==> src/cache_params.svh <==
`ifndef CACHE_PARAMS_SVH
`define CACHE_PARAMS_SVH

// geometry of the cache.
`define CACHE_LINES 16
`define LINE_WORDS 4

// the backing store covers 4 KiB in lines of four words.
`define MEM_LINES 256

// cycles from a line-memory start to its done pulse, at least one.
`define MEM_LATENCY 4

// initial memory word at word address w is w ^ MEM_SEED.
`define MEM_SEED 32'h5a5a_0000

`endif

==> src/cache_pkg.sv <==
`include "cache_params.svh"

package cache_pkg;

    // byte address as seen by the cache. The zero field and the upper two tag
    // bits stay zero inside the 4 KiB space.
    typedef struct packed {
        logic [17:0] zero;
        logic [5:0]  tag;
        logic [3:0]  index;
        logic [1:0]  word;
        logic [1:0]  byte_ofs;
    } cache_fields_t;

    typedef union packed {
        logic [31:0]   raw;
        cache_fields_t fields;
    } cache_addr_u;

    typedef struct packed {
        logic        cyc;
        logic        stb;
        logic        we;
        cache_addr_u adr;
        logic [31:0] dat;
    } wb_req_t;

    typedef struct packed {
        logic        ack;
        logic [31:0] dat;
    } wb_rsp_t;

    typedef struct packed {
        logic [5:0] tag;
        logic       dirty;
        logic       valid;
    } tag_entry_t;

    typedef logic [`LINE_WORDS-1:0][31:0] line_t; // word 0 in the low bits.

    // one line transfer; addr is the line number {tag[3:0], index}.
    typedef struct packed {
        logic       start;
        logic       write;
        logic [7:0] addr;
        line_t      line;
    } mem_cmd_t;

    typedef struct packed {
        logic  done;
        line_t line;
    } mem_rsp_t;

endpackage

==> src/cache_data_store.sv <==
`include "cache_params.svh"

module cache_data_store (
    input  logic             clk,
    input  logic [3:0]       index,
    input  logic [1:0]       word,
    input  logic             word_we,
    input  logic [31:0]      wdata,
    input  logic             fill_we,
    input  cache_pkg::line_t fill_line,
    output cache_pkg::line_t line
);

    // one bank per word position in the line.
    logic [31:0] bank [`LINE_WORDS][`CACHE_LINES];

    logic [`LINE_WORDS-1:0] word_sel;

    // one-hot select of the bank that a core write reaches.
    always_comb begin
        word_sel = '0;
        for (int b = 0; b < `LINE_WORDS; b++) begin
            if (word == 2'(b)) begin
                word_sel[b] = 1'b1;
            end
        end
    end

    always_ff @(posedge clk) begin
        for (int b = 0; b < `LINE_WORDS; b++) begin
            if (fill_we) begin
                bank[b][index] <= fill_line[b];
            end else if (word_we && word_sel[b]) begin
                bank[b][index] <= wdata;
            end
            line[b] <= bank[b][index];
        end
    end

    // a fill and a core write to the same line never overlap.
    a_single_writer : assert property (
        @(posedge clk)
        word_we |-> !fill_we
    );

endmodule

==> config.mk <==
export PLATFORM = sky130hd
export DESIGN_NAME = cache_data_store
export DESIGN_NICKNAME = d
export VERILOG_FILES = /design/src/cache_pkg.sv /design/src/cache_data_store.sv
export VERILOG_INCLUDE_DIRS = /design/src
export SDC_FILE = /design/constraint.sdc
export NUM_CORES = 2
export LEC_CHECK = 0
export ABC_CLOCK_PERIOD_IN_PS = 2900
export BUFFER_PORTS_ARGS = -buffer_cell sky130_fd_sc_hd__buf_2
export CORE_MARGIN = 5
export CORE_UTILIZATION = 25
export CTS_BUF_LIST = sky130_fd_sc_hd__clkbuf_4 sky130_fd_sc_hd__clkbuf_8
export CTS_CLUSTER_DIAMETER = 200
export DETAILED_ROUTE_END_ITERATION = 10
export GPL_TIMING_DRIVEN = 0
export SLEW_MARGIN = 10
export SYNTH_ARGS = -nofsm -noshare
export SYNTH_HDL_FRONTEND = slang
export SYNTH_SLANG_ARGS = --single-unit
==> constraint.sdc <==
create_clock -name clk -period 2.9 [get_ports clk]
set_input_delay 0.145 -clock clk [delete_from_list [all_inputs] [get_ports clk]]
set_output_delay 0.145 -clock clk [all_outputs]
set_load 0.005 [all_outputs]
# Word-level counts from Yosys, hierarchy flattened
# Memories as Yosys holds them, arrays and structs flattened.
# Cells that the tools add are included.
op_classes:
  magnitude_cmp: 2
  eq_ne: 3
  muxes: 2080
  bitwise_logic: 2049
  reduce_logical: 6
ops:
  columns: ["operator", "n"]
  rows:
  - ["512-bit two-way mux", 5]
  - ["1-bit two-way mux", 2061]
  - ["1-bit bitwise OR", 2048]
  - ["32-bit binary-select mux with 4-bit select", 4]
  - ["32-bit two-way mux", 9]
  - ["32-bit demux with 4-bit select", 1]
  - ["5-bit >= comparator (second input constant)", 1]
  - ["1-bit logical AND", 5]
  - ["5-bit by 1-bit less-than comparator with 1-bit output (second input constant)", 1]
  - ["4-bit NOT with 5-bit output", 1]
  - ["2-bit equality test (second input constant)", 2]
  - ["2-bit by 1-bit equality test with 1-bit output (second input constant)", 1]
  - ["2-bit zero test", 1]
totals:
  reg_bits: 128
  ram_bits: 2048
  wordCells: 4145
  n_memories: 1
mem_list:
  columns: ["name", "depth", "word_bits", "rd", "rd_clocked_by_memory_dff", "wr", "line", "source"]
  rows:
  - ["bank", 4, 512, 4, 0, 4, "cache_data_store.sv:15", "logic [31:0] bank [`LINE_WORDS][`CACHE_LINES];"]

# Depth between registers and ports, before layout
depth:
  word_depth: 7
  ltp_mapped: 7
  ltp_nobuf: 3

# Worst setup path after synthesis
# Ideal clock, no wire load.
synth_timing:
  path_kind: "input port to flip-flop"
  start: "input port index[1]"
  end: "memory bank[2][288] (netlist bit), enable pin"
  setup_ns: 0.421
  arrival_ns: 2.608
  required_time_ns: 2.479
  path_slack_ns: -0.129
  path_stages: 7
  n_path_buf: 4
  cell_sequence: "buf_4 buf_2 buf_2 buf_2 nor2b_1 nand2_1 nor2_1"
synth_lines:
  columns: ["element", "line", "source"]
  rows:
  - ["start, declared", "cache_data_store.sv:5", "input logic [3:0] index,"]
  - ["end, declared", "cache_data_store.sv:15", null]

==> metrics.cfg <==
[run_status]
outcome=complete, but fails checks
violations=max-capacitance violations, max-slew violations, negative setup slack

[sta]
fmax_mhz=323
drv_slew=22
rsz0062_at_grt=no
finalHoldViolations=0
relSlewSlack_pct=-1.39
setup_tns_ns=-10.36
fin_crit_ns=3.10
setup_ws_ns=-0.197
skew_ns=0.0864
min_period_over_period_pct=107
tightest_slew_ns=1.52
holdWs_ns=0.0485
setup_viol=161

[drt]
routed_wirelength_um=433000
first_pass_iters=6
drt-initial-drc-count=8732
wl_per_cell_um=33.4
postRouteAntennaNets=0
drc=0
vias=66900
viasPerCell=5.17

[worst_setup_path]
critPathMaxStageDelay_ns=0.88
path_cells=buf_2 > nor2b_1 > clkbuf_1 > clkbuf_1 > nand2_1 > nor2_4 > buf_12
path_class=in2reg
reg2regPathDepth=3
critical-path-slowest-cell=nor2_4
r2r_end=line[126]
critPathBufInv=4
cp_common_cell=clkbuf_1
rr_startpoint=bank[3][190]
end_kind=flop
cp_max_fo=18
worstPathArrival_ns=3.87
crit_family=buffers and inverters
cp.required_ns=3.67
startpoint_type=input port
r2r_setup_slack_ns=1.14

[logic_synthesis]
syn-cell-area_um2=105000
synth_edf_count=2048
yosysSeqAreaShare_pct=60.9
ys.flop_type=edfxtp_1
syn_nets=6197
synth_cell_types=29
synth.top_cells.by_area=edfxtp_1 (58%), mux2_2 (21%), mux4_2 (11%)
synth_cells=6028
synthArstFlopShare_pct=0
synth-seq-cells=2176
synth_top_area_cell=edfxtp_1
yosysWarnings=0
synth.avg_cell_area_um2=17.5
synth_top_area_share_pct=58.4

[global_route]
grt_pass1_vias=68700
grt_max_degree=22
track_usage_pct=19.2
overflow=0
antenna_found_initial=119
grt_first_pass_wirelength_um=581000

[clock_tree]
root_buffer=clkbuf_8
cts-buffers-inserted=392
clkSlewWorstSetupHoldPaths_ns=0.06
cts_buffer_depth=4
htree_levels=5
cts_tree=done
clock_latency_ns=1.17
clock-sinks=2176

[die]
rows=238
fp.dieW_um=659
start_util_pct=25.1
dieArea_um2=434000
ioPinCount=297
core_um2=420000
die_h_um=659

[worst_hold_path]
hold_path_depth=3
hold_end=bank[2][119]
hp-start=fill_line[87]
hp-class=in2reg

[finish]
fin_nets=7219
final_core_util_pct=30.2
area_growth_pct=20.5
layout-drive-gt1-share_pct=53.4
final_cells=12900

[job]
drv_cap=2

[place]
port-buffer-count=263
place_congestion=0.952
dp_hpwl_um=320000
placedCellCount=11900

[power_and_ir_drop]
powerDensity_nw_per_um2=571
p_leak_nw=41.3
peakVddDrop_mv=0.383

flip-flops by register name, summed over array words and instances (netlist names):
name,cells
line,128
bank,2048
per-layer routing:
metal  global-route usage (%)  up-vias  routed length [um]
li1                         -    26300                   -
met1                     23.1    35200              157000
met2                     30.7     4250              202000
met3                     5.72     1121               45800
met4                     10.9       24               28100
met5                        0        -                 145
where the power goes:
part | internal [W] | switching [W] | leakage (nW)
Clock | 0.0158 | 0.0141 | 4.04
Combinational | 0.00280 | 0.00425 | 17.7
Sequential | 0.0353 | 0.000222 | 19.6
Total | 0.0538 | 0.0186 | 41.3
final cells by class:
cell class	count	area, um2
fillers	41400	293000
well taps	5520	6910
flip-flops and latches	2176	64100
plain buffers	735	3260
multi-input cells	3115	38500
inverters	2	7.51
repair buffers	628	6160
clock buffers	527	6470
diodes	77	193
clock inverters	168	1260
metrics by stage:
stage	area [um2]	setup WS, ns	total power [W]
after floorplan	105000	-0.129	0.0397
after global placement	114000	-4.41	0.0425
after detailed placement	116000	-1.53	0.0428
after CTS	126000	0.0104	0.0728
after global routing	127000	0.0116	0.0746
final	127000	-0.197	0.0724
worst max-delay path by stage:
stage / start / to / cells past startpoint
floorplan: index[1] / bank[2][288] / 7
global placement: index[2] / bank[2][451] / 7
detailed placement: index[2] / bank[3][441] / 8
CTS: index[2] / bank[3][503] / 9
global route: index[3] / bank[1][249] / 7
finish: index[3] / bank[1][249] / 7
cells in the final DEF, fill, tap and decap left out, drive strengths merged:
cell type      count
clkinvlp          16
a22oi            256
clkinv           123
nor4               1
inv               17
and4bb             7
nand3             13
nor2b              4
nand2            170
nor4b              3
edfxtp          2048
nor2              86
bufinv            14
mux2            2048
nand4bb            2
clkbuf           917
clkdlybuf4s15      2
and2               1
a31oi              4
and4b              1
dlygate4sd3      246
nand4              1
diode             77
dfxtp            128
buf              725
mux4             512
or4b               1
nand4b             5
cells by family after synthesis:
family	synth area share (%)
buffers and inverters	3.07
DFF	60.9
AOI/OAI and AO/OA	1.85
muxes	32.9
and+or+nand+nor	1.34
synthesized netlist by cell type, types with 36 or more instances:
| library cell | n |
|---|---|
| edfxtp_1 | 2048 |
| mux2_2 | 2005 |
| mux4_2 | 512 |
| clkbuf_1 | 391 |
| buf_2 | 265 |
| a22oi_1 | 256 |
| nand2_1 | 170 |
| dfxtp_1 | 128 |
| nor2_1 | 72 |
| buf_1 | 43 |
| mux2_1 | 43 |
| buf_4 | 36 |
tightest hold or removal path: stages:
cell	delay [ns]
dlygate4sd3_1	0.56
buf_2	0.18
mux2_2	0.15
timing repair:
action | 4_1_cts | 5_1_grt
cloned | 0 | 0
endpoints found under the setup margin | 461 | 139
hold endpoints to repair | 2149 | 0
pin swaps | 15 | 9
gates resized for setup | 1 | 5
buffers inserted | 29 | 11
hold buffers | 246 | 0
Note: power is estimated with default switching activity, not from simulation.
