**src/cache_params.svh**
```systemverilog
`ifndef CACHE_PARAMS_SVH
`define CACHE_PARAMS_SVH

// geometry of the cache.
`define CACHE_LINES 16
`define LINE_WORDS 4

// the backing store covers 4 KiB in lines of four words.
`define MEM_LINES 256

// cycles from a line-memory start to its done pulse, at least one.
`define MEM_LATENCY 4

// initial memory word at word address w is w ^ MEM_SEED.
`define MEM_SEED 32'h5a5a_0000

`endif

```
**src/cache_pkg.sv**
```systemverilog
`include "cache_params.svh"

package cache_pkg;

    // byte address as seen by the cache. The zero field and the upper two tag
    // bits stay zero inside the 4 KiB space.
    typedef struct packed {
        logic [17:0] zero;
        logic [5:0]  tag;
        logic [3:0]  index;
        logic [1:0]  word;
        logic [1:0]  byte_ofs;
    } cache_fields_t;

    typedef union packed {
        logic [31:0]   raw;
        cache_fields_t fields;
    } cache_addr_u;

    typedef struct packed {
        logic        cyc;
        logic        stb;
        logic        we;
        cache_addr_u adr;
        logic [31:0] dat;
    } wb_req_t;

    typedef struct packed {
        logic        ack;
        logic [31:0] dat;
    } wb_rsp_t;

    typedef struct packed {
        logic [5:0] tag;
        logic       dirty;
        logic       valid;
    } tag_entry_t;

    typedef logic [`LINE_WORDS-1:0][31:0] line_t; // word 0 in the low bits.

    // one line transfer; addr is the line number {tag[3:0], index}.
    typedef struct packed {
        logic       start;
        logic       write;
        logic [7:0] addr;
        line_t      line;
    } mem_cmd_t;

    typedef struct packed {
        logic  done;
        line_t line;
    } mem_rsp_t;

endpackage

```
**src/cache_miss_handler.sv**
```systemverilog
module cache_miss_handler (
    input  logic                clk,
    input  logic                rstn,
    input  cache_pkg::mem_cmd_t cmd,
    output cache_pkg::mem_rsp_t rsp,
    output cache_pkg::mem_cmd_t mem_cmd,
    input  cache_pkg::mem_rsp_t mem_rsp
);

    logic             busy;
    logic             start_q;
    logic             lat_write;
    logic [7:0]       lat_addr;
    cache_pkg::line_t lat_line;

    // the start to the memory follows the controller's start by one cycle.
    always_ff @(posedge clk) begin
        if (!rstn) begin
            busy    <= 1'b0;
            start_q <= 1'b0;
        end else begin
            start_q <= cmd.start;
            if (cmd.start) begin
                busy <= 1'b1;
            end else if (mem_rsp.done) begin
                busy <= 1'b0;
            end
        end
    end

    always_ff @(posedge clk) begin
        if (cmd.start) begin
            lat_write <= cmd.write;
            lat_addr  <= cmd.addr;
            lat_line  <= cmd.line;
        end
    end

    assign mem_cmd = '{start: start_q, write: lat_write, addr: lat_addr, line: lat_line};

    // done passes straight through, so the controller sees it one cycle
    // later than the memory latency alone.
    always_comb begin
        rsp.done = busy && mem_rsp.done;
        rsp.line = lat_write ? lat_line : mem_rsp.line; // a write echoes what it stored.
    end

    a_no_cmd_while_busy : assert property (
        @(posedge clk) disable iff (!rstn)
        cmd.start |-> !busy
    );

    // the memory only answers transfers that this block started.
    a_done_when_busy : assert property (
        @(posedge clk) disable iff (!rstn)
        mem_rsp.done |-> busy
    );

endmodule

```
**config.mk**
```make
export PLATFORM = sky130hd
export DESIGN_NAME = cache_miss_handler
export DESIGN_NICKNAME = d
export VERILOG_FILES = /design/src/cache_pkg.sv /design/src/cache_miss_handler.sv
export VERILOG_INCLUDE_DIRS = /design/src
export SDC_FILE = /design/constraint.sdc
export NUM_CORES = 1
export LEC_CHECK = 0
export BUFFER_PORTS_ARGS = -buffer_cell sky130_fd_sc_hd__buf_2
export CELL_PAD_IN_SITES_DETAIL_PLACEMENT = 2
export CELL_PAD_IN_SITES_GLOBAL_PLACEMENT = 2
export CORE_AREA = 4 4 209 211
export CTS_BUF_LIST = sky130_fd_sc_hd__clkbuf_8
export DETAILED_ROUTE_END_ITERATION = 10
export DIE_AREA = 0 0 213 215
export GPL_TIMING_DRIVEN = 0
export PLACE_DENSITY_LB_ADDON = 0.08
export SLEW_MARGIN = 15
export SYNTH_ARGS = -nofsm -noshare
export SYNTH_HDL_FRONTEND = slang
export SYNTH_SLANG_ARGS = --single-unit
```
**constraint.sdc**
```tcl
create_clock -name clk -period 2.5 [get_ports clk]
set_clock_uncertainty 0.1 [all_clocks]
set_input_delay 0.125 -clock clk [delete_from_list [all_inputs] [get_ports clk]]
set_output_delay 0.125 -clock clk [all_outputs]
set_load 0.01 [all_outputs]
```
---- Yosys cells after proc, flatten, opt, wreduce, memory -nomap -nowiden ----
Index checks and enable logic that the tools add are counted.
storage, ports and cells
  register bits after elaboration ......... 139
  bits of input ports ..................... 269
  output and inout port bits .............. 267
  logic and storage cells ................. 13
cells by class
  muxes and demuxes ....................... 3
  reduce and logical (&&, ||, !) cells .... 2
operators by type and width
  operator            count
  2-to-1 mux 128 bit  1
  2-to-1 mux 1 bit    2
  nonzero test 2 bit  1
  logical AND 1 bit   1

---- Logic depth before layout (Yosys ltp) ----
Gate-level depths: netlist of the first run.
  depth in word-level cells ............... 2
  gate-level depth with buffers ........... 3
  depth with buffers taken out ............ 2

---- Worst setup path before layout of the first run ----
OpenSTA, ideal clock, no wires.
  path type ............................... register -> output
  start point ............................. register lat_write
  end point ............................... output rsp[100] (netlist name)
  data arrival time ....................... 1.054 ns
  required time ........................... 2.275 ns
  setup slack ............................. 1.221 ns
  stages on the path, launching flop included .. 4
  path buffers ............................ 2
  cell sequence ........................... edfxtp_1 -> buf_6 -> clkbuf_8 -> mux2_2
RTL lines
  element                   line                      text
  start: declaration        cache_miss_handler.sv:12  logic lat_write;
  start signal: assignment  cache_miss_handler.sv:33  lat_write <= cmd.write;
  end: declaration          cache_miss_handler.sv:5   output cache_pkg::mem_rsp_t rsp,

==> results of run 1 <==
==> worst max-delay path: cells and delay by family, from the launching register on <==
family | cells | cell delay, ps
flip-flops | 1 | 400
buffers and inverters | 3 | 650
multiplexers | 1 | 360
==> timing repair <==
item | CTS | global route
endpoints found under the hold margin | 184 | 0
hold buffers | 140 | 0
buffers inserted | 0 | 0
==> layer usage <==
metal	up-vias	routed length [µm]	global-route usage [%]	share of wire, %
met5	-	34	0	0.11
met4	4	633	4.62	2.1
met3	36	2460	4.35	8.1
met2	286	16400	24.1	54
met1	2646	10800	12.7	36
li1	2521	-	-	-
==> layout make-up <==
class / instances / area [µm²] / area share (%)
Antenna cell: 4 / 10.0 / 0.0915
Buffer: 16 / 193 / 1.76
Clock buffer: 17 / 234 / 2.14
Clock inverter: 14 / 92.6 / 0.846
Multi-Input combinational cell: 132 / 1470 / 13.4
Sequential cell: 139 / 4150 / 38.0
Tap cell: 539 / 674 / 6.16
Timing Repair Buffer: 676 / 4120 / 37.6
==> report_power, final <==
group          internal, µW  switching, µW  leakage (µW)  total, µW
clock network           745            907      0.000172       1650
logic                   787            694       0.00332       1480
registers              2770            101       0.00136       2870
==> cells in the mapped netlist <==
library cell	instances
o21a_1	1
and2_1	2
buf_6	6
mux2_2	128
clkbuf_8	8
dfxtp_1	2
edfxtp_1	137
nor2b_1	1
buf_4	2
==> registers in the layout, summed over array words and instances, names as in the netlist <==
register and cells:
mem_cmd 128, lat_addr 8, busy 1, lat_write 1
start_q 1
==> how the worst max path moves through the flow <==
stage                          from  cells after the start  slack, ps           end
after global routing      lat_write                      4        220       rsp[13]
final                     lat_write                      4        380       rsp[13]
after detailed placement  lat_write                      4        840       rsp[13]
after CTS                 lat_write                      4        240       rsp[13]
after floorplan           lat_write                      3       1220      rsp[100]
after global placement     cmd[137]                      1       -690  mem_cmd[105]
==> cells by family after synthesis <==
logic type / share of synthesized area (%)
flops: 71.4
buf+inv: 3.31
simple gates: 0.323
compound gates: 0.129
mux: 24.8
==> stage by stage <==
stage	TNS [ps]	hold slack, ps	area (µm²)	utilization [%]
3_5_place_dp	0	203	9200	22.0
5_1_grt	0	198	10900	26.2
2_1_floorplan	0	124	5810	-
4_1_cts	0	169	10900	26.2
3_3_place_gp	-91900	202	9170	22.0
6_report	0	253	10900	26.2
==> results.ini, run 1 <==
[pwr]
p_per_area_nw_per_um2 = 549
peakVddDrop_uv = 296
finalPower_uw = 6000
p_leak_uw = 0.00485

[worst_setup_path]
critPathMaxFanout = 10
arrival_ps = 1900
reg2reg_slack_ps = 1150
path_cells = buf_6 > clkbuf_8 > mux2_2 > buf_2
worstSetupStartpointType = register
r2r-end = busy
rr_worst_depth = 3
critPathKind = register to primary output
cpMaxStageDelayCell = edfxtp_1
reg2reg_from = busy
required_ps = 2280
cpPeakStageDelay_ps = 400
endpoint_kind = primary output

[sta]
slew_violations = 0
finalCritPeriodShare_pct = 84.8
max_clock_freq_mhz = 472
fin_crit_ps = 2120
relSlewSlack_pct = 61.4
rsz0062_at_grt = no
hold_viol = 0
setup_violations = 0
setup_ws_ps = 379
worstMarginPinSlew_ps = 579

[grt]
grt_first_pass_wirelength_um = 42100
overflow = 0
first_global_vias = 6353
antenna_found_initial = 7
grt_max_degree = 78
grt_usage_pct = 12.7

[synth]
yosys.area.top_type = edfxtp_1
yosys_warnings = 0
synth_top_area_share_pct = 70.8
syn_area_um2 = 5810
yosysSeqAreaShare_pct = 71.4
synthTopCellsByArea = edfxtp_1 71%, mux2_2 25%, clkbuf_8 1.9%
synth_cells = 287
avgSynthCellArea_um2 = 20.3
synth_nets = 556
synth.distinct_cells = 9
synth_seq_cells = 139

[placed_design]
dpl.hpwl_um = 24600
place_ws_ps = 835
gp_congestion = 0.792
dp_cells = 1362
port_buffers = 535

[die]
coreArea_um2 = 41800
start_util_pct = 13.9
dieArea_um2 = 45800
die_w_um = 213
row_count = 75
num_io_pins = 536
die_h_um = 215

[outcome]
status = finished clean

[clock_tree]
h-tree-depth = 4
clock_latency_ps = 470
cts_sinks = 139
cts-root-buf = clkbuf_8
clkTransAtPathRegs_ps = 80
cts_tree = yes
cts_buffers = 17
cts_buffer_depth = 2
cts_resized = 0

[hold_path]
worstHoldPathType = input port to register
min_path_cells = 2
holdPathEnd = mem_cmd[85]
min-delay-start = cmd[85]

[detailed_routing]
wl_um = 30400
drtPass1Iterations = 4
ant_nets = 0
routedWlPerCell_um = 19.8
drc = 0
routed_via_density = 3.57
vias = 5493
drt_iter0_drc = 123

[finish]
stdcell_count = 1537
drive_gt1_share_pct = 70.7
final_cell_mix = 534 x buf_2, 140 x dlygate4sd3_1, 137 x edfxtp_1
areaGrowthSynthToFinish_pct = 88.2
fillers = 4637
layout.nets = 1251
final_common_cell = buf_2

[flow_run]
drv_cap = 0

Note: power is estimated with default switching activity, not from simulation.
==> run 2, diff against run 1 <==
ABC_AREA = 1   (was not set)
CORE_AREA = 4 4 205 207   (was 4 4 209 211)
DIE_AREA = 0 0 209 211   (was 0 0 213 215)
clock period = 2 ns   (was 2.5 ns; I/O delays follow)
==> run 2 against run 1 <==
  * Setup slack lost 290 ps
  * Clock power is 37% higher
  * Non-clock buffer count grew 20
  * Power rose by 32%
  * Combinational power rose by 40%
  * First-iteration DRC count is 60% higher
  * Synthesized area up 2.2%
  * Wire length increased by 15%
  * Design area rose by 5.2%
  * Largest cell class unchanged
==> results.ini, run 2 <==
[outcome]
status = finished clean

[worst_setup_path]
critPathMaxFanout = 10  ; unchanged
endpoint_kind = primary output
required_ps = 1800  ; -480 ps
arrival_ps = 1710  ; -190 ps
critPathKind = register to primary output
rr_worst_depth = 2  ; -1
worstSetupStartpointType = register

[pwr]
internal_power_uw = 5480  ; +27%
power_frac_clock_pct = 28.6  ; +1.1 points
comb_power_share_pct = 26.2  ; +1.5 points
p_per_area_nw_per_um2 = 687  ; +25%
peakVddDrop_uv = 356  ; +20%
swShare_pct = 30.6  ; +2.3 points
p_leak_uw = 0.00572  ; +18%
p_seq_share_pct = 45.1  ; -2.7 points
power_switching_uw = 2420  ; +42%

[sta]
hold_ws_ps = 236  ; -17.2 ps
setup_violations = 0  ; unchanged
fin_crit_ps = 1910
worstMarginPinSlew_ps = 615  ; +35.5 ps
relSlewSlack_pct = 59.0  ; -2.4 points
hold_viol = 0  ; unchanged
finalSetupTns_ps = 0  ; unchanged
slew_violations = 0  ; unchanged
max_clock_freq_mhz = 522
rsz0062_at_grt = yes
finalCritPeriodShare_pct = 95.7
setup_ws_ps = 85.1  ; -294 ps

[synth]
synth_cells = 560  ; +95%
synth_edf_count = 137  ; unchanged
synth_seq_cells = 139  ; unchanged
muxShareOfSynthArea_pct = 0  ; -25 points
yosysSeqAreaShare_pct = 69.9  ; -1.6 points
synth.distinct_cells = 9  ; unchanged
synth_nets = 829  ; +49%
synth-main-ff-cell = edfxtp_1
synth_fa_ha_area_share_pct = 0  ; unchanged
syn_area_um2 = 5940  ; +2.2%
yosys.area.top_type = edfxtp_1
synth_top_family_by_area = buffers and inverters
yosys_warnings = 0  ; unchanged
synthTopCellsByArea = edfxtp_1 69%, o21ai_0 11%, inv_1 8.3%
synth-async-reset-ratio_pct = 0  ; unchanged
synth-xor-area-share_pct = 0  ; unchanged
synth_top_area_share_pct = 69.2  ; -1.5 points
synth_most_common_cell = edfxtp_1
synth_compound_area_share_pct = 10.8  ; +11 points
yosys.area_share.simple_pct = 8.36  ; +8.0 points
avgSynthCellArea_um2 = 10.6  ; -48%
ys_top_cells_by_count = 137 x edfxtp_1, 131 x inv_1, 131 x nand2_1

[finish]
design_area_um2 = 11500  ; +5.2%
largest_register_ff_count = 128  ; unchanged
areaGrowthSynthToFinish_pct = 93.6
layout.nets = 1530  ; +22%
drive_gt1_share_pct = 49.6  ; -21 points
final_cell_mix = 528 x buf_2, 141 x dlygate4sd3_1, 137 x edfxtp_1
final_common_cell = buf_2

[grt]
first_global_vias = 7509  ; +18%
antenna_found_initial = 4  ; -3
overflow = 0  ; unchanged
grt_max_degree = 87  ; +12%
grt_first_pass_wirelength_um = 49900  ; +19%
grt_usage_pct = 15.2  ; +2.5 points

[clock_tree]
cts_buffer_depth = 2  ; unchanged
cts_sinks = 139  ; unchanged
clock_latency_ps = 460  ; about the same
cts-root-buf = clkbuf_8
clkTransAtPathRegs_ps = 80  ; about the same
cts_tree = yes
h-tree-depth = 4  ; unchanged
cts_buffers = 17  ; unchanged

[detailed_routing]
drt_iter0_drc = 197  ; +60%
drtPass1Iterations = 4  ; unchanged
drc = 0  ; unchanged
vias = 6780  ; +23%
routedWlPerCell_um = 19.3  ; -2.5%
routed_via_density = 3.75  ; +5.0%
wl_um = 34800  ; +15%
ant_nets = 0  ; unchanged

[die]
die_h_um = 211  ; -1.9%
dieArea_um2 = 44100  ; -3.7%
num_io_pins = 536  ; unchanged
start_util_pct = 14.7  ; +0.80 points
die_w_um = 209  ; -1.9%
coreArea_um2 = 40400  ; -3.3%
row_count = 74  ; -1.3%

[hold_path]
min_path_cells = 2  ; unchanged
worstHoldPathType = input port to register

[placed_design]
dpl_cell_area_um2 = 9330  ; +1.3%
place_ws_ps = 183  ; -652 ps
dpl.hpwl_um = 27300  ; +11%
port_buffers = 535  ; unchanged
gp_congestion = 0.781  ; -1.5%

[flow_run]
drv_cap = 0  ; unchanged

==> run 2: changes by cell type after synthesis, sizes merged, moves of 7 or more <==
cell / delta
o21ai: +128
buf: +21
mux2: -128
inv: +131
clkbuf: -7
nand2: +131
==> run 2: layout make-up <==
type / instances / area (µm²)
repair buffers: 682 / 4240
diodes: 3 / 7.51
well taps: 532 / 666
multi-input cells: 260 / 1280
inverters: 131 / 492
clock buffers: 17 / 234
flip-flops and latches: 139 / 4150
plain buffers: 30 / 328
fillers: 4662 / 28900
clock inverters: 13 / 111
==> run 2: final timing paths <==
check | startpoint | endpoint | slack, ps
max | lat_write | rsp[116] | 90
min reg2reg | busy | busy | 380
max reg2reg | busy | busy | 1360
min | cmd[64] | mem_cmd[64] | 240
==> run 2: timing repair <==
item                                   CTS  global route
setup endpoints to repair              128           117
hold buffers                           141             0
endpoints found under the hold margin  190             0
gates cloned                             0             2
pin swaps                                0             3
setup buffers                            0             3
resized for setup                       29           183
==> run 2: routing by layer <==
layer  vias to the layer above  routed length [µm]  global-route usage (%)
li1                       3217                   -                       -
met1                      3251               13300                    16.8
met2                       285               18300                    27.5
met3                        25                2610                    5.36
met4                         2                 608                    4.41
met5                         -                   7                       0
==> run 2: kinds of logic after synthesis <==
group,after synthesis
DFF,139
AOI/OAI and AO/OA,128
and+or+nand+nor,132
buffers and inverters,161
==> run 2: worst max-delay path: stages, from the launching register on <==
cell,delay [ps]
edfxtp_1,430
buf_12,170
clkbuf_16,160
buf_6,150
o21ai_0,160
buf_2,170
==> run 2: metrics by stage <==
step | total power, µW | instances | util, %
after floorplan | 4230 | 560 | -
after global placement | 5310 | 1627 | 23.0
after detailed placement | 5330 | 1628 | 23.1
after CTS | 7950 | 1799 | 27.6
after global routing | 8390 | 1807 | 28.5
final | 7900 | 1807 | 28.5
==> run 2: power by group through the flow <==
stage | registers, µW | logic, µW | clock network [µW]
finish | 3570 | 2070 | 2260
CTS | 3570 | 1960 | 2420
global placement | 3640 | 1670 | 0
detailed placement | 3640 | 1690 | 0
floorplan | 3740 | 485 | 0
global route | 3610 | 2270 | 2510
