===== src/cache_params.svh =====
`ifndef CACHE_PARAMS_SVH
`define CACHE_PARAMS_SVH

// geometry of the cache.
`define CACHE_LINES 16
`define LINE_WORDS 4

// the backing store covers 4 KiB in lines of four words.
`define MEM_LINES 256

// cycles from a line-memory start to its done pulse, at least one.
`define MEM_LATENCY 4

// initial memory word at word address w is w ^ MEM_SEED.
`define MEM_SEED 32'h5a5a_0000

`endif


===== src/cache_pkg.sv =====
`include "cache_params.svh"

package cache_pkg;

    // byte address as seen by the cache. The zero field and the upper two tag
    // bits stay zero inside the 4 KiB space.
    typedef struct packed {
        logic [17:0] zero;
        logic [5:0]  tag;
        logic [3:0]  index;
        logic [1:0]  word;
        logic [1:0]  byte_ofs;
    } cache_fields_t;

    typedef union packed {
        logic [31:0]   raw;
        cache_fields_t fields;
    } cache_addr_u;

    typedef struct packed {
        logic        cyc;
        logic        stb;
        logic        we;
        cache_addr_u adr;
        logic [31:0] dat;
    } wb_req_t;

    typedef struct packed {
        logic        ack;
        logic [31:0] dat;
    } wb_rsp_t;

    typedef struct packed {
        logic [5:0] tag;
        logic       dirty;
        logic       valid;
    } tag_entry_t;

    typedef logic [`LINE_WORDS-1:0][31:0] line_t; // word 0 in the low bits.

    // one line transfer; addr is the line number {tag[3:0], index}.
    typedef struct packed {
        logic       start;
        logic       write;
        logic [7:0] addr;
        line_t      line;
    } mem_cmd_t;

    typedef struct packed {
        logic  done;
        line_t line;
    } mem_rsp_t;

endpackage


===== src/cache_tag_store.sv =====
`include "cache_params.svh"

module cache_tag_store (
    input  logic                  clk,
    input  logic                  rstn,
    input  logic [3:0]            index,
    input  logic [5:0]            req_tag,
    input  logic                  we,
    input  cache_pkg::tag_entry_t wentry,
    output cache_pkg::tag_entry_t entry,
    output logic                  hit,
    output logic                  ready
);

    cache_pkg::tag_entry_t tags [`CACHE_LINES];

    logic [3:0] clr_idx;
    logic [5:0] tag_q;

    // after reset every entry is cleared once, one index per cycle.
    always_ff @(posedge clk) begin
        if (!rstn) begin
            clr_idx <= '0;
            ready   <= 1'b0;
        end else if (!ready) begin
            clr_idx <= clr_idx + 4'd1;
            if (clr_idx == 4'(`CACHE_LINES - 1)) begin
                ready <= 1'b1;
            end
        end
    end

    always_ff @(posedge clk) begin
        if (!ready) begin
            tags[clr_idx] <= '0;
        end else if (we) begin
            tags[index] <= wentry;
        end
        entry <= tags[index]; // read sees the old entry on a same-cycle write.
        tag_q <= req_tag;
    end

    // compare against the tag that was presented with the read.
    assign hit = entry.valid && (entry.tag == tag_q);

    // the controller must hold off until the sweep has finished.
    a_no_write_before_ready : assert property (
        @(posedge clk) disable iff (!rstn)
        we |-> ready
    );

endmodule


===== config.mk =====
export PLATFORM = sky130hd
export DESIGN_NAME = cache_tag_store
export DESIGN_NICKNAME = d
export VERILOG_FILES = /design/src/cache_pkg.sv /design/src/cache_tag_store.sv
export VERILOG_INCLUDE_DIRS = /design/src
export SDC_FILE = /design/constraint.sdc
export NUM_CORES = 1
export LEC_CHECK = 0
export BUFFER_PORTS_ARGS = -buffer_cell sky130_fd_sc_hd__buf_4
export CORE_AREA = 4 4 144 111
export DETAILED_ROUTE_END_ITERATION = 6
export DIE_AREA = 0 0 148 115
export PLACE_DENSITY = 0.67
export SLEW_MARGIN = 0
export SYNTH_ARGS = -nofsm -noshare
export SYNTH_HDL_FRONTEND = slang
export SYNTH_SLANG_ARGS = --single-unit

===== constraint.sdc =====
create_clock -name clk -period 3.9 [get_ports clk]
set_clock_uncertainty 0.1 [all_clocks]
set_input_delay 0.195 -clock clk [delete_from_list [all_inputs] [get_ports clk]]
set_output_delay 0.195 -clock clk [all_outputs]
set_load 0.01 [all_outputs]

* Word level (Yosys, flattened, before mapping) *
Memories as Yosys holds them, arrays and structs flattened. A register that Yosys moved wholly into a read port is not among the register bits.
Cells that the tools add are included.

word-level totals
  bits of input ports = 21
  output and inout bits = 10
  memories = 1
  bits in registers = 11
  memory bits (writable) = 128
  word-level logic and storage cells = 18

cells by class
  multiplexer cells = 9
  add/sub/neg operators = 1
  eq/ne operators = 2
  reductions and logical operators = 2

memory list
  name  words  width  read ports  clocked after Yosys merged registers in  wr ports  line                   text
  tags  16     8      1           1                                        1         cache_tag_store.sv:15  cache_pkg::tag_entry_t tags [`CACHE_LINES];

operator list
  kind                   number
  $mux W8                1
  $reduce_or A8 Y1       1
  $mux W1                7
  $eq A6 B6 Y1           1
  $add A4 B1 Y4 const B  1
  $eq A4 B4 Y1 const B   1
  $mux W4                1
  $logic_and A1 B1 Y1    1

* Logic depth before layout (Yosys ltp) *
Gate-level depths: netlist of run 1.

  word-level depth = 5
  depth in mapped cells = 6
  depth with buffers taken out = 4

* Least setup slack after synthesis of run 1 *
OpenSTA, ideal clock, no wires.

  path type = flip-flop to flip-flop
  from = register ready
  to = memory tags[5][0] (netlist name), enable pin
  buffers on the path = 1
  path slack = 2.002 ns
  stages on the path, launching flop included = 5
  data arrival time = 1.428 ns
  period minus slack after synthesis = 1.898 ns
  cell sequence = dfxtp_1 -> clkbuf_1 -> nor2b_1 -> a32oi_1 -> nor2_1

between the ends
  cells in the longest elaborated chain, start to end = 4
  elaborated cells between the ends (all ways) = 6

RTL lines
  element                                              line                   text
  start, declared                                      cache_tag_store.sv:12  output logic ready
  start signal, assigned                               cache_tag_store.sv:24  ready <= 1'b0;
  start signal, assigned                               cache_tag_store.sv:28  ready <= 1'b1;
  $mux W1                                              cache_tag_store.sv:34  if (!ready) begin
  $mux W1 (not written as such)                        cache_tag_store.sv:37  tags[index] <= wentry;
  $reduce_or A8 Y1 (no line)                           -
  $mux W4 (no line) / $mux W1 (equally long branches)  -
  end, declared                                        cache_tag_store.sv:15

Several ways; a longest one is shown, not always the timed one.

* Worst setup path after layout of run 1 *
  from = register ready
  to = memory tags[4][4] (netlist name), enable pin

The elaborated chain is that of the path after synthesis.

==> impl_metrics.ini, run 1 <==
[place]
pre_cts_ws_ns = 1.48
numPortBuffers = 30
dp.cells = 519
post-dp-hpwl_mm = 8.16
routabilityCongestion = 0.787

[global_route]
grt_max_degree = 44
track_usage = 0.155
grt_overflow = 0
grt_pass1_vias = 2940
antenna_found_initial = 0
grt_first_pass_wirelength_mm = 18.6

[final_layout]
area_delta_synth_final_pct = 18.8
layout.area.seq_um2 = 4220
diodes = 0
drive_gt1_frac = 0.209
nets = 367
n_fill_cell = 1243
multi_input_area_um2 = 1400
fin_util = 0.470
fin_cells = 558

[yosys]
synthFlopType = edfxtp_1
yosysTopAreaCell = edfxtp_1
ys_warn_count = 0
synth_commonest_cells = edfxtp_1, nor2_1, dfxtp_1
yosysUniqueCellTypes = 35
synth_seq_area_share = 0.739
synth_edf_count = 128
synth_most_common_cell = edfxtp_1
avgSynthCellArea_um2 = 18.8
synth_top_cells_by_area = edfxtp_1, mux4_1, dfxtp_1
synth_top_area_share = 0.673
syn_area_um2 = 5720
synth_fp_nets = 326
yosys_register_bits = 147
synthCells = 304
async_flop_share = 0

[die]
fp.dieH_um = 115
die_w_um = 148
die_area_um2 = 17000
top_level_ports = 31
core_um2 = 14500
fp-row-count = 38
initial_utilization = 0.395

[worst_hold_path]
hold_end = entry[1]
hold_class = input pin to flip-flop
hold_path_depth = 3
hp-start = index[3]

[timing]
worst_pin_slew_ns = 0.822
hold_viol = 0
max_freq_ghz = 0.406
setup_tns_ns = 0
min_period_ns = 2.46
relSlewSlack = 0.452
finalSetupViolations = 0
timing.final.ws_setup_ns = 1.44
fin_crit_sh = 0.631
grt_setup_unrepaired = no
hold_ws_ns = 0.106
slew_violations = 0

[critical_path]
required_ns = 3.85
r2r_end = tags[4][4]
r2r_cells = 4
path_cells = nand2_1, nor3_1, a31oi_1, nor2_1
cp_slowest_stage_delay_ns = 0.71
endpoint_kind = flip-flop
r2r_setup_slack_ns = 1.44
critPathMaxFanout = 22
r2r_start = ready
critPathSlowestCell = dfxtp_1
startpoint_type = flip-flop
crit_type = flip-flop to flip-flop
arrival_ns = 2.41

[clock_tree]
clock-sinks = 147
insertion_delay_ns = 0.42
cts_max_level = 4
cts_root_buf = clkbuf_16
cts_tree = done
path_clk_slew_ns = 0.06
ctsResizeCount = 0
numCtsBuffers = 17
clockBufferDepth = 2

[power_and_ir_drop]
powerDensity_nw_per_um2 = 530
cellLeakagePower_nw = 2.48
vdd_drop_max_mv = 0.291

[flow_run]
maxCapViolations = 0

[route]
ant_nets = 0
viasPerCell = 5.40
drt_wl_total_mm = 12.3
drcViolationCount = 0
drt_pass1_iterations = 7
drt_iter0_markers = 318
routedWlPerCell_um = 22.1
vias = 3014

[outcome]
status = complete, no violations
## power by group
part	internal [mW]	leakage (nW)	switching, mW
Sequential	1.73	1.48	0.0207
Combinational	0.0818	0.701	0.0894
Clock	1.07	0.293	0.607
Total	2.88	2.48	0.718
## layout make-up
cell class,count,share of cell area
inverters,2,0.00111
well taps,200,0.0369
flip-flops and latches,147,0.622
multi-input cells,140,0.206
repair buffers,37,0.0435
clock buffers,18,0.0632
clock inverters,14,0.0275
## flip-flops by register name, indices dropped and copies added, names as in the netlist
name / cells
tag_q: 6
tags: 128
clr_idx: 4
ready: 1
entry: 8
## metal layers
metal / track usage / share of wire / vias up
met5: 0 / 0 / -
met4: 0.0406 / 0.0076 / 0
met3: 0.0595 / 0.11 / 10
met2: 0.202 / 0.42 / 178
met1: 0.241 / 0.47 / 1510
li1: - / - / 1316
## kinds of logic (layout without fill, tap and decap cells)
group | after synthesis | in the layout | synth area share
DFF | 147 | 147 | 0.739
and+or+nand+nor | 72 | 72 | 0.0659
muxes | 33 | 33 | 0.130
AOI/OAI and AO/OA | 25 | 25 | 0.0324
buffers and inverters | 17 | 71 | 0.0169
xor gates and xnor gates | 9 | 9 | 0.0138
adders and majority gates | 1 | 1 | 0.00219
## timing repair
item                                    4_1_cts  5_1_grt
hold buffers                                  7        0
endpoints found under the setup margin        0        0
buffers inserted                              0        0
hold endpoints to repair                     11        0
## worst max-delay path: cells and delay by family, from the launching register on
family | cells | cell delay [ns]
simple gates | 3 | 1.16
flops | 1 | 0.71
compound gates | 1 | 0.12
## placed cells by master (no fill, tap or decap), types with 2 or more instances in the layout
cell,n
inv_1,2
clkinvlp_4,2
clkbuf_16,17
buf_4,30
clkinv_4,3
nor2b_1,11
o22ai_1,4
a22oi_1,4
nor3b_1,6
mux4_1,15
xnor2_1,6
clkinv_1,3
edfxtp_1,128
bufinv_16,4
xor2_1,3
a221o_1,4
a31oi_1,6
dlygate4sd3_1,7
nand3_1,8
and3_1,8
and2_1,3
mux2_2,4
mux4_2,13
a211oi_1,4
dfxtp_1,19
nand2_1,7
nor2_1,22
nor3_1,2
## worst max path at each step
stage	from	end	slack (ns)	depth (start not counted)
finish	ready	tags[4][4]	1.44	4
global route	ready	tags[5][4]	1.21	4
CTS	ready	tags[8][1]	1.43	4
floorplan	ready	tags[5][0]	2.00	4
global placement	ready	tags[15][6]	1.61	4
detailed placement	ready	tags[15][4]	1.48	4
## per-stage QoR
step	power, mW	area, um2
after floorplan	1.89	5720
after global placement	1.95	6100
after detailed placement	1.95	6100
after CTS	3.63	6790
after global routing	3.73	6790
final	3.60	6790
(Power assumes the default switching activity.)
==> run 2, diff against run 1 <==
ABC_AREA = 1   (was not set)
CORE_AREA = 4 4 150 116   (was 4 4 144 111)
DIE_AREA = 0 0 154 120   (was 0 0 148 115)
PLACE_DENSITY = 0.7   (was 0.67)
clock period = 2 ns   (was 3.9 ns; I/O delays follow)
==> impl_metrics.ini, run 2 <==
[yosys]
synth_top_area_share = 0.611
synth_most_common_cell = nand2_1
synth_fp_nets = 653
synthFlopType = edfxtp_1
yosysUniqueCellTypes = 28
yosys_register_bits = 147
async_flop_share = 0
synthCells = 631
synth_commonest_cells = nand2_1, edfxtp_1, inv_1
yosysTopAreaCell = edfxtp_1
synth_top_cells_by_area = edfxtp_1, nand2_1, nand3_1
synth_edf_count = 128
ys_warn_count = 0
avgSynthCellArea_um2 = 9.97
synth_seq_area_share = 0.671
syn_area_um2 = 6290

[route]
drt_wl_total_mm = 14.4
routedWlPerCell_um = 15.7
drcViolationCount = 0
drt_pass1_iterations = 6
drt_iter0_markers = 516
viasPerCell = 4.75
ant_nets = 0
vias = 4375

[final_layout]
drive_gt1_frac = 0.155
max_flop_register = tags
n_fill_cell = 1430
stdcell_area_um2 = 7660
nets = 720
final_common_cell = nand2_1
layout_common_cells = nand2_1, edfxtp_1, inv_1
diodes = 0
area_delta_synth_final_pct = 21.7
largest_register_ff_count = 128
layout.area.seq_um2 = 4220
reg_top3 = tags: 128 flops, entry: 8 flops, tag_q: 6 flops
multi_input_area_um2 = 1460

[die]
core_um2 = 15900
top_level_ports = 31
die_w_um = 154
fp-row-count = 40
initial_utilization = 0.397
fp.dieH_um = 120
die_area_um2 = 18500

[outcome]
status = complete, no violations

[global_route]
grt_max_degree = 65
grt-busiest-layer = met2
antenna_found_initial = 0
gr-usage-met3 = 0.0505
use_met2 = 0.246
track_usage = 0.164
grt_overflow = 0
grt_pass1_vias = 4128
grt_first_pass_wirelength_mm = 22.8
grt_use_met1 = 0.236

[worst_hold_path]
hold_path_depth = 4
hold_end = entry[0]
hp-start = index[2]
hold_class = input pin to flip-flop

[critical_path]
r2r_end = tags[6][4]
crit_buf_inv = 1
cp_slowest_stage_delay_ns = 0.42
path_cells = nand2_4, o21ai_1, nand3_1, nor2_1, buf_4
critPathTopFamily = simple AND/OR/NAND/NOR gates
arrival_ns = 1.89
r2r_cells = 5
startpoint_type = flip-flop
critPathSlowestCell = dfxtp_1
critPathMaxFanout = 16
r2r_start = ready
endpoint_kind = flip-flop
required_ns = 2.03
crit_type = flip-flop to flip-flop
r2r_setup_slack_ns = 0.14

[clock_tree]
numCtsBuffers = 17
path_clk_slew_ns = 0.06
clockBufferDepth = 2
cts_max_level = 4
cts_root_buf = clkbuf_16
cts_tree = done
ctsResizeCount = 0
insertion_delay_ns = 0.42
clock-sinks = 147
cts_setup_buffers = 0
hold_buffers = 8

[timing]
relSlewSlack = 0.745
worst_pin_slew_ns = 0.383
fin_crit_sh = 0.932
slew_violations = 0
min_period_ns = 1.86
hold_viol = 0
grt_setup_unrepaired = no
setup_tns_ns = 0
hold_ws_ns = 0.0337
finalSetupViolations = 0
max_freq_ghz = 0.536

[place]
routabilityCongestion = 0.891
place_area_um2 = 6920
post-dp-hpwl_mm = 9.52
numPortBuffers = 30

[power_and_ir_drop]
cellLeakagePower_nw = 3.39
vdd_drop_max_mv = 0.708
powerDensity_nw_per_um2 = 962

[flow_run]
maxCapViolations = 0
run 2: cell types whose count changed in the layout (fill, tap and decap cells not counted), sizes merged, moves of 5 or more:
| cell | previous run | this run |
|---|---|---|
| a31oi | 6 | 0 |
| xnor2 | 6 | 1 |
| mux4 | 28 | 0 |
| nand3 | 8 | 101 |
| o21ai | 0 | 7 |
| nor3b | 6 | 0 |
| nand2 | 7 | 188 |
| buf | 30 | 66 |
| inv | 3 | 120 |
| nor2 | 22 | 31 |
| nor2b | 11 | 0 |
| and3 | 8 | 0 |
run 2: how the worst max path moves through the flow:
stage,startpoint,endpoint,slack [ns],cells after the start
5_1_grt,ready,tags[4][5],0.03,5
4_1_cts,ready,tags[6][4],0.17,5
3_3_place_gp,ready,tags[0][1],0.26,5
3_5_place_dp,ready,tags[7][1],0.22,5
6_report,ready,tags[6][4],0.14,5
2_1_floorplan,ready,tags[10][0],0.19,7
run 2: logic make-up (layout without fill, tap and decap cells):
group           count (synthesis)  in the layout  share of synthesized area
simple gates                  324            324                      0.217
flops                         147            147                      0.671
fa+ha+maj                       1              1                    0.00199
compound gates                 11             11                     0.0105
xor+xnor                        2              2                    0.00278
buf+inv                       146            226                     0.0962
run 2: power breakdown:
part           leakage (nW)  internal, mW  switching, mW  total (mW)
sequential             1.47          3.38         0.0317        3.41
combinational          1.61         0.180          0.292       0.473
clock                 0.306          2.22           1.26        3.48
run 2: tightest hold or removal path: stages:
cell	delay (ns)
buf_4	0.18
nand3_1	0.11
nand3_1	0.07
nand2_1	0.06
run 2: routing by layer:
| layer | share of wire | wire length [um] |
|---|---|---|
| met1 | 0.45 | 6480 |
| met5 | 0 | 0 |
| met4 | 0.010 | 144 |
| met2 | 0.45 | 6480 |
| met3 | 0.092 | 1330 |
run 2: layout make-up:
class,count,area share
inverters,120,0.0590
multi-input cells,338,0.191
repair buffers,74,0.0784
clock buffers,17,0.0556
well taps,210,0.0343
clock inverters,15,0.0301
flip-flops and latches,147,0.552
run 2: per-stage QoR:
stage / instances / util / setup WS [ns] / total power [mW]
finish: 921 / 0.483 / 0.136 / 7.37
global route: 921 / 0.483 / 0.0297 / 7.63
CTS: 921 / 0.483 / 0.175 / 7.41
detailed placement: 881 / 0.436 / 0.217 / 3.93
global placement: 881 / 0.436 / 0.263 / 3.93
floorplan: 631 / - / 0.186 / 3.76
==> run 3, diff against run 2 <==
CORE_AREA = 2 2 148 114   (was 4 4 150 116)
DIE_AREA = 0 0 150 116   (was 0 0 154 120)
clock period = 1.7 ns   (was 2 ns; I/O delays follow)
==> impl_metrics.ini, run 3 (synthesis gave the netlist of run 2 again) <==
[route]
drt_wl_total_mm = 14.8
vias = 4394
drt_iter0_markers = 468
viasPerCell = 4.78
ant_nets = 0
routedWlPerCell_um = 16.1
drcViolationCount = 0
drt_pass1_iterations = 5

[timing]
setup_tns_ns = 0
relSlewSlack = 0.748
finalSetupViolations = 0
hold_ws_ns = 0.0957
timing.final.ws_setup_ns = 0.0729
fin_crit_sh = 0.957
slew_violations = 0
hold_viol = 0
max_freq_ghz = 0.615
worst_pin_slew_ns = 0.378
min_period_ns = 1.63

[clock_tree]
cts_max_level = 4
clock-sinks = 147
clockBufferDepth = 2
cts_setup_buffers = 0
insertion_delay_ns = 0.43
path_clk_slew_ns = 0.06
cts_root_buf = clkbuf_16
numCtsBuffers = 17
cts_tree = done

[final_layout]
reg_top3 = tags: 128 flops, entry: 8 flops, tag_q: 6 flops
stdcell_area_um2 = 7670
final_common_cell = nand2_1
drive_gt1_frac = 0.169
n_fill_cell = 1458
fin_util = 0.485
diodes = 0
nets = 718
area_delta_synth_final_pct = 22.0
fin_cells = 919
max_flop_register = tags
layout_common_cells = nand2_1, edfxtp_1, inv_1
largest_register_ff_count = 128

[place]
dp.cells = 879
post-dp-hpwl_mm = 9.55
pre_cts_ws_ns = 0.00124
routabilityCongestion = 0.875
numPortBuffers = 30
place_area_um2 = 6960

[global_route]
grt_overflow = 0
grt_pass1_vias = 4168
grt_first_pass_wirelength_mm = 22.8
grt_max_degree = 65
antenna_found_initial = 0
track_usage = 0.181

[die]
die_w_um = 150
initial_utilization = 0.398
core_um2 = 15800
top_level_ports = 31
fp-row-count = 40
fp.dieH_um = 116
die_area_um2 = 17400

[critical_path]
arrival_ns = 1.65
critPathMaxFanout = 9
r2r_cells = 7
startpoint_type = flip-flop
endpoint_kind = flip-flop
crit_type = flip-flop to flip-flop
required_ns = 1.73

[worst_hold_path]
hold_class = input pin to flip-flop
hold_path_depth = 4

[power_and_ir_drop]
total_power_mw = 8.28
cellLeakagePower_nw = 3.39
powerDensity_nw_per_um2 = 1080
vdd_drop_max_mv = 0.741

[outcome]
status = complete, no violations

[flow_run]
maxCapViolations = 0
[run 3: changes by cell type in the layout (fill, tap and decap cells not counted), sizes merged]
cell,change
clkinvlp,-4
buf,-2
inv,+2
bufinv,-5
clkinv,+1
clkbuf,+6
[run 3: worst paths after layout]
path | start | to | slack [ns]
worst max-delay path | ready | tags[14][0] | 0.07
worst min-delay path | wentry[2] | tags[0][2] | 0.1
worst max register to register | ready | tags[14][0] | 0.07
worst min register to register | clr_idx[2] | ready | 0.41
[run 3: worst max-delay path, stage by stage (launching register included)]
cell and delay, ns:
dfxtp_2 0.36, nand2_4 0.11, nand2_1 0.12, o21ai_2 0.09, inv_1 0.11, nand3_2 0.12, nor2_1 0.11, buf_4 0.19
[run 3: layer usage]
layer	GRT usage	wire length, um	up-vias
met1	0.257	6740	2030
met4	0.0629	235	0
li1	-	-	2143
met5	0	0	-
met2	0.255	6180	203
met3	0.0669	1600	18
[run 3: layout make-up]
| type | count | area [um2] | share of cell area |
|---|---|---|---|
| Clock buffer | 23 | 543 | 0.0708 |
| Clock inverter | 9 | 60.1 | 0.00783 |
| Inverter | 120 | 452 | 0.0589 |
| Multi-Input combinational cell | 338 | 1510 | 0.196 |
| Sequential cell | 147 | 4230 | 0.551 |
| Tap cell | 210 | 263 | 0.0342 |
| Timing Repair Buffer | 72 | 627 | 0.0817 |
[run 3: what timing repair did]
action                                  in CTS  in global routing
pin swaps                                    0                  0
hold endpoints to repair                    19                  0
gates cloned                                 0                  0
hold buffers                                 8                  0
endpoints found under the setup margin       9                128
resized for setup                            0                  9
[run 3: power breakdown]
group          total (mW)  switching [mW]  internal [mW]
Clock                3.70            1.44           2.26
Combinational       0.563           0.349          0.214
Sequential           4.01          0.0357           3.98
